## config.mk

```make
export PLATFORM = sky130hd
export DESIGN_NAME = rv_exec_core
export DESIGN_NICKNAME = d
export VERILOG_FILES = /design/src/hdl/rv_isa_pkg.sv /design/src/hdl/rv_pipe_pkg.sv /design/src/hdl/rv_decoder.sv /design/src/hdl/rv_execute.sv /design/src/hdl/rv_result.sv /design/src/hdl/rv_exec_core.sv
export SDC_FILE = /design/constraint.sdc
export NUM_CORES = 2
export LEC_CHECK = 0
export BUFFER_PORTS_ARGS = -buffer_cell sky130_fd_sc_hd__buf_2
export CAP_MARGIN = 20
export CORE_MARGIN = 5
export CORE_UTILIZATION = 30
export CTS_BUF_LIST = sky130_fd_sc_hd__clkbuf_8
export CTS_CLUSTER_DIAMETER = 100
export DETAILED_ROUTE_END_ITERATION = 10
export SETUP_SLACK_MARGIN = 0.2
export SLEW_MARGIN = 5
export SYNTH_ARGS = -nofsm -noshare
export SYNTH_HDL_FRONTEND = slang
export SYNTH_HIERARCHICAL = 1
export SYNTH_SLANG_ARGS = --single-unit
```

## constraint.sdc

```tcl
create_clock -name clk -period 18 [get_ports clk]
set_input_delay 0.9 -clock clk [delete_from_list [all_inputs] [get_ports clk]]
set_output_delay 0.9 -clock clk [all_outputs]
set_load 0.02 [all_outputs]
```

## src/hdl/rv_isa_pkg.sv

```systemverilog
/* RV32I instruction set definitions */
package rv_isa_pkg;

    // data and address width
    localparam int xlen       = 32;
    localparam int reg_name_w = 5;
    localparam int op_w       = 6;

    // major opcodes in inst[6:0]
    localparam logic [6:0] opc_lui    = 7'b0110111;
    localparam logic [6:0] opc_auipc  = 7'b0010111;
    localparam logic [6:0] opc_jal    = 7'b1101111;
    localparam logic [6:0] opc_jalr   = 7'b1100111;
    localparam logic [6:0] opc_branch = 7'b1100011;
    localparam logic [6:0] opc_op_imm = 7'b0010011;
    localparam logic [6:0] opc_op     = 7'b0110011;

    // funct7, base and alternate (sub, sra, srai)
    localparam logic [6:0] f7_base = 7'b0000000;
    localparam logic [6:0] f7_alt  = 7'b0100000;

    // decoded operations
    typedef enum logic [op_w-1:0] {
        op_none,
        op_lui,
        op_auipc,
        op_jal,
        op_jalr,
        op_beq,
        op_bne,
        op_blt,
        op_bge,
        op_bltu,
        op_bgeu,
        // register-immediate group, kept contiguous
        op_addi,
        op_slti,
        op_sltiu,
        op_xori,
        op_ori,
        op_andi,
        op_slli,
        op_srli,
        op_srai,
        // register-register group
        op_add,
        op_sub,
        op_sll,
        op_slt,
        op_sltu,
        op_xor,
        op_srl,
        op_sra,
        op_or,
        op_and
    } op_e;

endpackage

```

## src/hdl/rv_pipe_pkg.sv

```systemverilog
/* Pipeline stage entries */
package rv_pipe_pkg;

    // decode to execute
    typedef struct packed {
        logic                                en;
        rv_isa_pkg::op_e                     op;
        logic [rv_isa_pkg::xlen-1:0]         pc;
        logic [rv_isa_pkg::xlen-1:0]         imm;
        logic [rv_isa_pkg::reg_name_w-1:0]   rs1;
        logic [rv_isa_pkg::reg_name_w-1:0]   rs2;
        logic [rv_isa_pkg::reg_name_w-1:0]   rd;
    } dec_entry_t;

    // execute to result
    typedef struct packed {
        logic                                en;
        // rd written and not x0
        logic                                wr;
        logic [rv_isa_pkg::reg_name_w-1:0]   rd;
        logic [rv_isa_pkg::xlen-1:0]         dt;
        // taken jump or branch
        logic                                jmp;
        logic [rv_isa_pkg::xlen-1:0]         j_pc;
    } res_entry_t;

endpackage

```

## src/hdl/rv_decoder.sv

```systemverilog
/* Decode stage */
`timescale 1ns/1ns

module rv_decoder (
    input  logic                          clk,
    input  logic                          rst,
    input  logic                          rdy,
    input  logic                          clr,
    input  logic                          inst_en,
    input  logic [rv_isa_pkg::xlen-1:0]   inst,
    input  logic [rv_isa_pkg::xlen-1:0]   inst_pc,
    output rv_pipe_pkg::dec_entry_t       dec
);

    logic [6:0]                    opc;
    logic [2:0]                    f3;
    logic [6:0]                    f7;
    logic [rv_isa_pkg::xlen-1:0]   imm_i;
    logic [rv_isa_pkg::xlen-1:0]   imm_u;
    logic [rv_isa_pkg::xlen-1:0]   imm_j;
    logic [rv_isa_pkg::xlen-1:0]   imm_b;
    logic [rv_isa_pkg::xlen-1:0]   imm_d;
    rv_isa_pkg::op_e               op_d;

    assign opc = inst[6:0];
    assign f3  = inst[14:12];
    assign f7  = inst[31:25];

    // immediates, all sign extended from inst[31]
    assign imm_i = {{20{inst[31]}}, inst[31:20]};
    assign imm_u = {inst[31:12], 12'b0};
    assign imm_j = {{12{inst[31]}}, inst[19:12], inst[20], inst[30:21], 1'b0};
    assign imm_b = {{20{inst[31]}}, inst[7], inst[30:25], inst[11:8], 1'b0};

    always_comb begin
        op_d  = rv_isa_pkg::op_none;
        imm_d = imm_i;
        case (opc)
            rv_isa_pkg::opc_lui: begin
                op_d  = rv_isa_pkg::op_lui;
                imm_d = imm_u;
            end
            rv_isa_pkg::opc_auipc: begin
                op_d  = rv_isa_pkg::op_auipc;
                imm_d = imm_u;
            end
            rv_isa_pkg::opc_jal: begin
                op_d  = rv_isa_pkg::op_jal;
                imm_d = imm_j;
            end
            rv_isa_pkg::opc_jalr: begin
                if (f3 == 3'b000) begin
                    op_d = rv_isa_pkg::op_jalr;
                end
            end
            rv_isa_pkg::opc_branch: begin
                imm_d = imm_b;
                case (f3)
                    3'b000:  op_d = rv_isa_pkg::op_beq;
                    3'b001:  op_d = rv_isa_pkg::op_bne;
                    3'b100:  op_d = rv_isa_pkg::op_blt;
                    3'b101:  op_d = rv_isa_pkg::op_bge;
                    3'b110:  op_d = rv_isa_pkg::op_bltu;
                    3'b111:  op_d = rv_isa_pkg::op_bgeu;
                    default: op_d = rv_isa_pkg::op_none;
                endcase
            end
            rv_isa_pkg::opc_op_imm: begin
                case (f3)
                    3'b000: op_d = rv_isa_pkg::op_addi;
                    3'b010: op_d = rv_isa_pkg::op_slti;
                    3'b011: op_d = rv_isa_pkg::op_sltiu;
                    3'b100: op_d = rv_isa_pkg::op_xori;
                    3'b110: op_d = rv_isa_pkg::op_ori;
                    3'b111: op_d = rv_isa_pkg::op_andi;
                    // shifts check funct7 too
                    3'b001: begin
                        if (f7 == rv_isa_pkg::f7_base) begin
                            op_d = rv_isa_pkg::op_slli;
                        end
                    end
                    default: begin
                        if (f7 == rv_isa_pkg::f7_base) begin
                            op_d = rv_isa_pkg::op_srli;
                        end else if (f7 == rv_isa_pkg::f7_alt) begin
                            op_d = rv_isa_pkg::op_srai;
                        end
                    end
                endcase
            end
            rv_isa_pkg::opc_op: begin
                case ({f7, f3})
                    {rv_isa_pkg::f7_base, 3'b000}: op_d = rv_isa_pkg::op_add;
                    {rv_isa_pkg::f7_alt,  3'b000}: op_d = rv_isa_pkg::op_sub;
                    {rv_isa_pkg::f7_base, 3'b001}: op_d = rv_isa_pkg::op_sll;
                    {rv_isa_pkg::f7_base, 3'b010}: op_d = rv_isa_pkg::op_slt;
                    {rv_isa_pkg::f7_base, 3'b011}: op_d = rv_isa_pkg::op_sltu;
                    {rv_isa_pkg::f7_base, 3'b100}: op_d = rv_isa_pkg::op_xor;
                    {rv_isa_pkg::f7_base, 3'b101}: op_d = rv_isa_pkg::op_srl;
                    {rv_isa_pkg::f7_alt,  3'b101}: op_d = rv_isa_pkg::op_sra;
                    {rv_isa_pkg::f7_base, 3'b110}: op_d = rv_isa_pkg::op_or;
                    {rv_isa_pkg::f7_base, 3'b111}: op_d = rv_isa_pkg::op_and;
                    default:                       op_d = rv_isa_pkg::op_none;
                endcase
            end
            default: op_d = rv_isa_pkg::op_none;
        endcase
    end

    // stage register, clr drops the word sampled at this edge
    always_ff @(posedge clk) begin
        if (rst) begin
            dec.en <= 1'b0;
        end else if (rdy) begin
            dec.en  <= inst_en & ~clr;
            dec.op  <= op_d;
            dec.pc  <= inst_pc;
            dec.imm <= imm_d;
            dec.rs1 <= inst[19:15];
            dec.rs2 <= inst[24:20];
            dec.rd  <= inst[11:7];
        end
    end

endmodule

```

## src/hdl/rv_execute.sv

```systemverilog
/* Execute stage */
`timescale 1ns/1ns

module rv_execute #(
    parameter int num_regs = 32
) (
    input  logic                                clk,
    input  logic                                rst,
    input  logic                                rdy,
    input  rv_pipe_pkg::dec_entry_t             dec,
    input  logic [rv_isa_pkg::xlen-1:0]         rs1_dt,
    input  logic [rv_isa_pkg::xlen-1:0]         rs2_dt,
    input  rv_pipe_pkg::res_entry_t             fwd,
    output logic [rv_isa_pkg::reg_name_w-1:0]   rs1,
    output logic [rv_isa_pkg::reg_name_w-1:0]   rs2,
    output logic                                clr,
    output rv_pipe_pkg::res_entry_t             res
);

    logic [rv_isa_pkg::xlen-1:0]   src1;
    logic [rv_isa_pkg::xlen-1:0]   src2;
    logic [rv_isa_pkg::xlen-1:0]   opb;
    logic [rv_isa_pkg::xlen-1:0]   alu;
    logic [rv_isa_pkg::xlen-1:0]   link;
    logic [rv_isa_pkg::xlen-1:0]   jalr_sum;
    logic [rv_isa_pkg::xlen-1:0]   target;
    logic [4:0]                    shamt;
    logic                          eq;
    logic                          lt_s;
    logic                          lt_u;
    logic                          taken;
    logic                          writes;
    rv_pipe_pkg::res_entry_t       res_d;

    assign rs1 = dec.rs1;
    assign rs2 = dec.rs2;

    // newest producer wins: own result register, then result stage, then file
    always_comb begin
        if (res.en && res.wr && res.rd == dec.rs1) begin
            src1 = res.dt;
        end else if (fwd.en && fwd.wr && fwd.rd == dec.rs1) begin
            src1 = fwd.dt;
        end else begin
            src1 = rs1_dt;
        end
        if (res.en && res.wr && res.rd == dec.rs2) begin
            src2 = res.dt;
        end else if (fwd.en && fwd.wr && fwd.rd == dec.rs2) begin
            src2 = fwd.dt;
        end else begin
            src2 = rs2_dt;
        end
    end

    assign opb   = (dec.op inside {[rv_isa_pkg::op_addi:rv_isa_pkg::op_srai]}) ? dec.imm : src2;
    assign shamt = opb[4:0];
    assign eq    = (src1 == opb);
    assign lt_s  = ($signed(src1) < $signed(opb));
    assign lt_u  = (src1 < opb);

    assign link     = dec.pc + 32'd4;
    assign jalr_sum = src1 + dec.imm;
    assign target   = (dec.op == rv_isa_pkg::op_jalr) ? {jalr_sum[rv_isa_pkg::xlen-1:1], 1'b0}
                                                      : dec.pc + dec.imm;

    always_comb begin
        alu    = '0;
        taken  = 1'b0;
        writes = 1'b1;
        case (dec.op)
            rv_isa_pkg::op_lui:   alu = dec.imm;
            rv_isa_pkg::op_auipc: alu = dec.pc + dec.imm;
            rv_isa_pkg::op_jal, rv_isa_pkg::op_jalr: begin
                alu   = link;
                taken = 1'b1;
            end
            rv_isa_pkg::op_beq: begin
                taken  = eq;
                writes = 1'b0;
            end
            rv_isa_pkg::op_bne: begin
                taken  = ~eq;
                writes = 1'b0;
            end
            rv_isa_pkg::op_blt: begin
                taken  = lt_s;
                writes = 1'b0;
            end
            rv_isa_pkg::op_bge: begin
                taken  = ~lt_s;
                writes = 1'b0;
            end
            rv_isa_pkg::op_bltu: begin
                taken  = lt_u;
                writes = 1'b0;
            end
            rv_isa_pkg::op_bgeu: begin
                taken  = ~lt_u;
                writes = 1'b0;
            end
            rv_isa_pkg::op_addi, rv_isa_pkg::op_add:   alu = src1 + opb;
            rv_isa_pkg::op_sub:                        alu = src1 - opb;
            rv_isa_pkg::op_slti, rv_isa_pkg::op_slt:   alu = {31'b0, lt_s};
            rv_isa_pkg::op_sltiu, rv_isa_pkg::op_sltu: alu = {31'b0, lt_u};
            rv_isa_pkg::op_xori, rv_isa_pkg::op_xor:   alu = src1 ^ opb;
            rv_isa_pkg::op_ori, rv_isa_pkg::op_or:     alu = src1 | opb;
            rv_isa_pkg::op_andi, rv_isa_pkg::op_and:   alu = src1 & opb;
            rv_isa_pkg::op_slli, rv_isa_pkg::op_sll:   alu = src1 << shamt;
            rv_isa_pkg::op_srli, rv_isa_pkg::op_srl:   alu = src1 >> shamt;
            rv_isa_pkg::op_srai, rv_isa_pkg::op_sra:   alu = $unsigned($signed(src1) >>> shamt);
            // op_none: no write, no redirect
            default: writes = 1'b0;
        endcase
    end

    // kills the next word entering decode
    assign clr = rdy & dec.en & taken;

    always_comb begin
        res_d.en   = dec.en;
        res_d.wr   = dec.en & writes & (dec.rd != '0) & (int'(dec.rd) < num_regs);
        res_d.rd   = dec.rd;
        res_d.dt   = alu;
        res_d.jmp  = dec.en & taken;
        res_d.j_pc = target;
    end

    always_ff @(posedge clk) begin
        if (rst) begin
            res.en  <= 1'b0;
            res.wr  <= 1'b0;
            res.jmp <= 1'b0;
        end else if (rdy) begin
            res <= res_d;
        end
    end

endmodule

```

## src/hdl/rv_result.sv

```systemverilog
/* Result stage and register file */
`timescale 1ns/1ns

module rv_result #(
    parameter int                          num_regs = 32,
    parameter logic [rv_isa_pkg::xlen-1:0] reset_pc = '0
) (
    input  logic                                clk,
    input  logic                                rst,
    input  logic                                rdy,
    input  rv_pipe_pkg::res_entry_t             res_in,
    input  logic [rv_isa_pkg::reg_name_w-1:0]   rs1,
    input  logic [rv_isa_pkg::reg_name_w-1:0]   rs2,
    output logic [rv_isa_pkg::xlen-1:0]         rs1_dt,
    output logic [rv_isa_pkg::xlen-1:0]         rs2_dt,
    output rv_pipe_pkg::res_entry_t             fwd,
    output logic                                wb_en,
    output logic [rv_isa_pkg::reg_name_w-1:0]   wb_rd,
    output logic [rv_isa_pkg::xlen-1:0]         wb_dt,
    output logic                                j_en,
    output logic [rv_isa_pkg::xlen-1:0]         j_pc
);

    localparam int idx_w = $clog2(num_regs);

    logic [rv_isa_pkg::xlen-1:0]   regs [num_regs];
    logic [rv_isa_pkg::xlen-1:0]   last_j_pc;
    rv_pipe_pkg::res_entry_t       held;

    // x0 and names beyond the file read zero
    function automatic logic [rv_isa_pkg::xlen-1:0] read_reg(
        input logic [rv_isa_pkg::reg_name_w-1:0] name
    );
        logic [rv_isa_pkg::xlen-1:0] val;
        val = '0;
        if (name != '0 && int'(name) < num_regs) begin
            val = regs[name[idx_w-1:0]];
        end
        return val;
    endfunction

    assign rs1_dt = read_reg(rs1);
    assign rs2_dt = read_reg(rs2);

    always_ff @(posedge clk) begin
        if (rst) begin
            held.en   <= 1'b0;
            held.wr   <= 1'b0;
            held.jmp  <= 1'b0;
            last_j_pc <= reset_pc;
        end else if (rdy) begin
            held <= res_in;
            if (res_in.en && res_in.jmp) begin
                last_j_pc <= res_in.j_pc;
            end
        end
    end

    // retire the held entry as it leaves
    always_ff @(posedge clk) begin
        if (rst) begin
            for (int i = 0; i < num_regs; i++) begin
                regs[i] <= '0;
            end
        end else if (rdy && held.en && held.wr) begin
            regs[held.rd[idx_w-1:0]] <= held.dt;
        end
    end

    assign fwd   = held;
    assign wb_en = held.en & held.wr;
    assign wb_rd = held.rd;
    assign wb_dt = held.dt;
    assign j_en  = held.en & held.jmp;
    assign j_pc  = last_j_pc;

endmodule

```

## src/hdl/rv_exec_core.sv

```systemverilog
/* RV32I integer execution slice */
`timescale 1ns/1ns

module rv_exec_core #(
    parameter int                          num_regs = 32,
    parameter logic [rv_isa_pkg::xlen-1:0] reset_pc = '0
) (
    input  logic                                clk,
    input  logic                                rst,
    input  logic                                rdy,
    input  logic                                inst_en,
    input  logic [rv_isa_pkg::xlen-1:0]         inst,
    input  logic [rv_isa_pkg::xlen-1:0]         inst_pc,
    output logic                                wb_en,
    output logic [rv_isa_pkg::reg_name_w-1:0]   wb_rd,
    output logic [rv_isa_pkg::xlen-1:0]         wb_dt,
    output logic                                j_en,
    output logic [rv_isa_pkg::xlen-1:0]         j_pc
);

    rv_pipe_pkg::dec_entry_t              dec;
    rv_pipe_pkg::res_entry_t              res;
    rv_pipe_pkg::res_entry_t              fwd;
    logic                                 clr;
    logic [rv_isa_pkg::reg_name_w-1:0]    rs1;
    logic [rv_isa_pkg::reg_name_w-1:0]    rs2;
    logic [rv_isa_pkg::xlen-1:0]          rs1_dt;
    logic [rv_isa_pkg::xlen-1:0]          rs2_dt;

    rv_decoder i_rv_decoder (
        .clk     (clk),
        .rst     (rst),
        .rdy     (rdy),
        .clr     (clr),
        .inst_en (inst_en),
        .inst    (inst),
        .inst_pc (inst_pc),
        .dec     (dec)
    );

    rv_execute #(
        .num_regs (num_regs)
    ) i_rv_execute (
        .clk    (clk),
        .rst    (rst),
        .rdy    (rdy),
        .dec    (dec),
        .rs1_dt (rs1_dt),
        .rs2_dt (rs2_dt),
        .fwd    (fwd),
        .rs1    (rs1),
        .rs2    (rs2),
        .clr    (clr),
        .res    (res)
    );

    rv_result #(
        .num_regs (num_regs),
        .reset_pc (reset_pc)
    ) i_rv_result (
        .clk    (clk),
        .rst    (rst),
        .rdy    (rdy),
        .res_in (res),
        .rs1    (rs1),
        .rs2    (rs2),
        .rs1_dt (rs1_dt),
        .rs2_dt (rs2_dt),
        .fwd    (fwd),
        .wb_en  (wb_en),
        .wb_rd  (wb_rd),
        .wb_dt  (wb_dt),
        .j_en   (j_en),
        .j_pc   (j_pc)
    );

endmodule

```

* Word level (Yosys, flattened, before mapping)
Memory sizes are Yosys's and may differ from the RTL's. A register that Yosys moved wholly into a read port is not among the register bits.
Cells that the tools add are included.
** Word-level totals
- Logic and storage cells :: 168
- Bits of input ports :: 68
- Memories :: 1
- Memory bits (writable) :: 1024
- Register bits after elaboration :: 230
** Cells by class
- Shift-type cells :: 3
- Equality and inequality tests :: 58
- Mux-type cells :: 30
- Bitwise gates (word level) :: 16
- $add $sub $neg :: 5
- $lt $le $gt $ge :: 4
- Reduce and logical (&&, ||, !) cells :: 31
** Memory list
- i_rv_result.regs :: depth 32, width 32, read ports 2, clocked after memory_dff 2, write ports 32, line rv_result.sv:26 : logic [rv_isa_pkg::xlen-1:0] regs [num_regs];
** Operators by type and width (number)
- case mux 32 bit (13 select lines) :: 1
- 2-to-1 mux 32 bit :: 9
- adder 32 bit :: 3
- case mux 31 bit (3 select lines) :: 1
- equality test 6 x 5 -> 1 bit (second input constant) :: 14
- case mux 6 bit (7 select lines) :: 2
- < comparator 32 bit :: 2
- case mux 5 bit (10 select lines) :: 1
- equality test 6 x 4 -> 1 bit (second input constant) :: 8
- equality test 10 x 3 -> 1 bit (second input constant) :: 4
- adder 32 x 3 -> 32 bit (second input constant) :: 1
- AND 32 bit :: 1
- equality test 32 bit :: 1
- OR 32 bit :: 1
- OR reduction 32 bit :: 1
- left shift 32 x 5 -> 32 bit :: 1
- >> shifter 32 x 5 -> 32 bit :: 1
- >>> shifter 32 x 5 -> 32 bit :: 1
- subtractor 32 bit :: 1
- bitwise XOR 32 bit :: 1
- 2-to-1 mux 5 bit :: 5
- equality test 6 x 3 -> 1 bit (second input constant) :: 4
- case mux 4 bit (6 select lines) :: 1
- OR reduction 23 bit :: 1
- 27 further kinds :: 81

* Logic depth before layout (Yosys ltp)
- Depth in word-level cells :: 11
- Mapped depth :: 32
- Mapped depth without buffers :: 22

* By module
The synthesis kept the hierarchy.
** By module, submodules not included
- rv_result :: cells each 3811, instances 1, area each 58058.2 sq um
- rv_execute :: cells each 2394, instances 1, area each 17604.4 sq um
- rv_decoder :: cells each 223, instances 1, area each 3374.5 sq um

* Worst setup path after synthesis
No wires, ideal clock.
- Path kind :: reg-to-reg
- Start point :: reg i_rv_decoder/dec[5] (netlist name)
- End point :: reg i_rv_execute/res[51] (netlist name)
- Slack :: 11.814 ns
- Path buffers :: 10
- Arrival :: 5.914 ns
- Required time :: 17.728 ns
- Stages on the path, launching flop included :: 31
- Path through :: edfxtp_1 -> buf_4 -> buf_2 -> buf_6 -> buf_6 -> buf_6 -> buf_4 -> mux2i_1 -> o221ai_1 -> a211oi_1 -> nor3_1 -> mux2i_1 -> a221oi_4 -> buf_6 -> buf_6 -> buf_2 -> buf_2 -> ha_1 -> inv_1 -> fa_1 -> nand2b_1 -> a21oi_1 -> o21ai_0 -> a21oi_1 -> nor2_1 -> o31ai_1 -> a31oi_1 -> o21ba_2 -> mux2i_1 -> o211ai_1 -> or4_1
** On the way
- Longest elaborated chain between the ends :: 7
** RTL lines
- nonzero test 5 bit * :: line rv_result.sv:36 : if (name != '0 && int'(name) < num_regs) begin
- 2-to-1 mux 32 bit * :: line rv_result.sv:36
- via rs2_dt, one bit :: line rv_exec_core.sv:28 : logic [rv_isa_pkg::xlen-1:0] rs2_dt;
- 2-to-1 mux 32 bit * :: line rv_execute.sv:49 : end else if (fwd.en && fwd.wr && fwd.rd == dec.rs2) begin
- 2-to-1 mux 32 bit * :: line rv_execute.sv:47 : if (res.en && res.wr && res.rd == dec.rs2) begin
- 2-to-1 mux 32 bit * :: line rv_execute.sv:56 : assign opb = (dec.op inside {[rv_isa_pkg::op_addi:rv_isa_pkg::op_srai]}) ? dec.imm : src2;
- subtractor 32 bit (tied with other cells) :: line rv_execute.sv:103 : rv_isa_pkg::op_sub: alu = src1 - opb;
- case mux 32 bit (13 select lines) * :: line rv_execute.sv:71 : case (dec.op)
- via i_rv_execute.alu, one bit :: line rv_execute.sv:23 : logic [rv_isa_pkg::xlen-1:0] alu;
Mark *: on every way through the listed nets, which the timed path passes. The rest lies on a longest branch.
A chain may end at the register's enable or synchronous reset.

* Worst setup path after layout
- Start point :: reg i_rv_decoder/dec[12] (netlist name)
- End point :: reg i_rv_execute/res[53] (netlist name)
** On the way
- Longest elaborated chain between the ends :: 6
** RTL lines
- nonzero test 5 bit * :: line rv_result.sv:36
- 2-to-1 mux 32 bit * :: line rv_result.sv:36
- via rs1_dt, one bit :: line rv_exec_core.sv:27 : logic [rv_isa_pkg::xlen-1:0] rs1_dt;
- 2-to-1 mux 32 bit * :: line rv_execute.sv:42 : end else if (fwd.en && fwd.wr && fwd.rd == dec.rs1) begin
- 2-to-1 mux 32 bit * :: line rv_execute.sv:40 : if (res.en && res.wr && res.rd == dec.rs1) begin
- subtractor 32 bit (tied with other cells) :: line rv_execute.sv:103
- case mux 32 bit (13 select lines) * :: line rv_execute.sv:71
- via i_rv_execute.alu, one bit :: line rv_execute.sv:23
Marks and branches as above.

==> Flow_metrics.wiki <==
{| class="wikitable"
! Metric !! Value
|-
| Area inside the core boundary || 259000 um2
|-
| Count of final setup violators || 0
|-
| R2r worst-path depth || 22
|-
| Maximum buffer depth of the clock tree || 3
|-
| Clock H-tree levels || 4
|-
| Time the worst path needs with I/O delays and setup || approximately 9300 ps
|-
| Post-route fraction of the period consumed by the critical path || 51.6%
|-
| Maximum vdd drop || 71.5 uV
|-
| Crit path launch || i_rv_decoder/dec[12]
|-
| Global route overflow || 0
|-
| Layout cell share with drive strength beyond 1 || 19.2%
|-
| Unrepaired setup endpoints after global routing || no
|-
| Post-route clock skew || around 89 ps
|-
| Worst reg2reg startpoint || i_rv_decoder/dec[12]
|-
| Pin count of the biggest net entering global routing || 104
|-
| Kind of end point of the critical path || flip-flop
|-
| R2r endpoint || i_rv_execute/res[53]
|-
| Vias in the first global route || 57200
|-
| Clock slew at reported path FFs || 70 ps
|-
| Number of placement rows || 187
|-
| Biggest fanout along the worst timing path || 90
|-
| Post-CTS setup buffer count || 0
|-
| Number of gates resized after cts || 0
|-
| Worst setup path endpoint || i_rv_execute/res[53]
|-
| Maximum frequency from static timing analysis || about 110 MHz
|-
| Max-capacitance violation count || 0
|-
| Nature of the critical path startpoint || flip-flop
|-
| Clock tree from TritonCTS || built
|-
| Chip Width || ~520 um
|-
| Worst max-slew margin expressed relative to the limit || 11.3%
|-
| Die Ht || 520 um
|-
| First-pass GRT wire length || 432000 um
|-
| Worst-margin pin slew || 1320 ps
|-
| Startpoint-to-endpoint class of the critical path || flip-flop to flip-flop
|-
| Initial standard-cell utilization of the core || roughly 30%
|-
| Hold buffers post-CTS || 0
|-
| Number of placed I/O pins || 139
|-
| Arrival time of data at the critical path endpoint || a little under 10000 ps
|-
| Vias/cell || 5.88
|-
| Inserted Clock Buffers || 206
|-
| Final antenna-violating net count || 0
|-
| Post-Synthesis Mean Instance Area || 12.2 um2
|-
| Final hold viol count || 0
|-
| Number of antenna violations at the first check in global routing || 23
|-
| Number of sinks handled by clock tree synthesis || 1253
|-
| Critical path data required time || 18670 ps
|-
| DRC Markers || 0
|-
| Path category of the worst min-delay check || primary input to flip-flop
|-
| Hold WS || 143 ps
|-
| Die area || roughly 270000 um2
|-
| Total power || ~0.0078 W
|-
| Count of TritonRoute iterations in the first routing pass || 7
|-
| Final routed wire length divided by cell count || roughly 31 um
|-
| Worst R2R Setup Slack || 8720 ps
|-
| Final Slew Violations || 0
|-
| Port bufs || 138
|-
| Total via count in the routed design || 58500
|-
| Total negative setup slack || 0 ps
|-
| DP Wirelength || between 200000 and 250000 um
|-
| Area growth from synthesis to layout || 10.2%
|-
| Total Nets Final || 6617
|-
| Synth Warn # || 6
|-
| Number of DRC violations after detailed-routing iteration 0 || 8396
|-
| Count of mapped cells out of synthesis || 6396
|-
| Drt total wl || ~310000 um
|-
| Areal power density over the cells || 90.8 nW/um2
|-
| Outcome || finished clean
|-
| Syn_nets || between 6000 and 7000
|-
| Leakage power || 32.0 nW
|-
| Root buffer cell || sky130_fd_sc_hd__clkbuf_8
|-
| Global routing usage summed across all routing layers || 22.1%
|-
| Clock latency of the later-clocked register in the worst-skew pair || 980 ps
|-
| Filler Cell Count || 25600
|-
| Post-synth design cell area || 78100 um2
|-
| Weighted congestion at the end of routability-driven global placement || about 0.98
|}
## power by group
group          internal [W]  switching (W)  total, W
clock               0.00118        0.00125   0.00242
sequential          0.00332      0.0000894   0.00341
combinational      0.000665        0.00131   0.00197
total               0.00517        0.00264   0.00781
## per-layer routing
metal  GRT usage, %  vias up  part of all wire [%]
met4           10.9        8                   5.9
li1               -    24200                     -
met3           5.97      770                    11
met5              0        -                 0.043
met1           28.6    29600                    38
met2           34.1     3898                    44
## flip-flops by register name, summed over array words and instances (netlist names)
register	count
i_rv_decoder/dec	85
i_rv_result/fwd	3
i_rv_result/wb_dt	32
i_rv_result/j_pc	32
i_rv_result/wb_rd	5
i_rv_result/regs	1024
i_rv_execute/res	72
## cell usage in the layout (no fill, tap or decap), drive strengths merged, types with 20 or more instances in the layout
cell type,count
inv,204
nand2,315
and3,20
ha,177
nand4,26
a21o,85
o22ai,105
a211oi,98
nor4,24
mux4,465
mux2,41
o21bai,25
clkbuf,211
o21ai,162
mux2i,357
o211ai,41
xnor2,79
xor2,39
and2,1041
nand2b,45
a221oi,34
buf,369
a22oi,37
or2,43
a31oi,23
clkinv,74
o31ai,20
a2111oi,41
edfxtp,1214
a21oi,250
dfxtp,39
nand3,83
nor3,101
o221ai,50
nor2b,40
nor2,282
a22o,63
## critical path: stages (launching register included)
cell	delay (ps)
sky130_fd_sc_hd__edfxtp_1	930
sky130_fd_sc_hd__buf_12	520
sky130_fd_sc_hd__buf_4	880
sky130_fd_sc_hd__mux4_2	370
sky130_fd_sc_hd__mux2i_1	110
sky130_fd_sc_hd__a32o_1	330
sky130_fd_sc_hd__nor4_1	300
sky130_fd_sc_hd__a21bo_2	280
sky130_fd_sc_hd__a31oi_1	880
sky130_fd_sc_hd__ha_1	400
sky130_fd_sc_hd__inv_1	90
sky130_fd_sc_hd__fa_1	480
sky130_fd_sc_hd__nand2b_1	170
sky130_fd_sc_hd__a21oi_1	200
sky130_fd_sc_hd__o21ai_0	190
sky130_fd_sc_hd__a21oi_1	300
sky130_fd_sc_hd__nor2_1	150
sky130_fd_sc_hd__o31ai_1	630
sky130_fd_sc_hd__a31oi_1	350
sky130_fd_sc_hd__o21ai_0	400
sky130_fd_sc_hd__xnor2_1	110
sky130_fd_sc_hd__a211oi_1	520
sky130_fd_sc_hd__nand3_1	130
## stage by stage
stage	utilization, %	setup WS, ps	cell area [um2]	cells
2_1_floorplan	-	11810	78100	6396
3_3_place_gp	31.7	9080	82100	9550
3_5_place_dp	31.7	9040	82100	9555
4_1_cts	33.2	9000	85900	9925
5_1_grt	33.2	8410	86000	9933
6_report	33.2	8720	86100	9946
## layout make-up
cell class                      count  area, um2  area share, %
Multi-Input combinational cell   4409      37700           43.8
Clock inverter                    161        970           1.13
Inverter                          126        475          0.552
Clock buffer                      209       2880           3.34
Antenna cell                       14       35.0         0.0407
Timing Repair Buffer              372       2550           2.97
Sequential cell                  1253      37200           43.3
Tap cell                         3402       4260           4.95
## worst min-delay path by stage
stage | start | end | cells after the start
finish | inst_pc[27] | i_rv_decoder/dec[74] | 1
global route | inst_pc[27] | i_rv_decoder/dec[74] | 1
CTS | inst_pc[27] | i_rv_decoder/dec[74] | 1
detailed placement | i_rv_result/j_pc[16] | i_rv_result/j_pc[16] | 2
global placement | i_rv_result/j_pc[20] | i_rv_result/j_pc[20] | 2
floorplan | i_rv_decoder/dec[4] | i_rv_execute/res[69] | 0
Note: power is estimated with default switching activity, not from simulation.
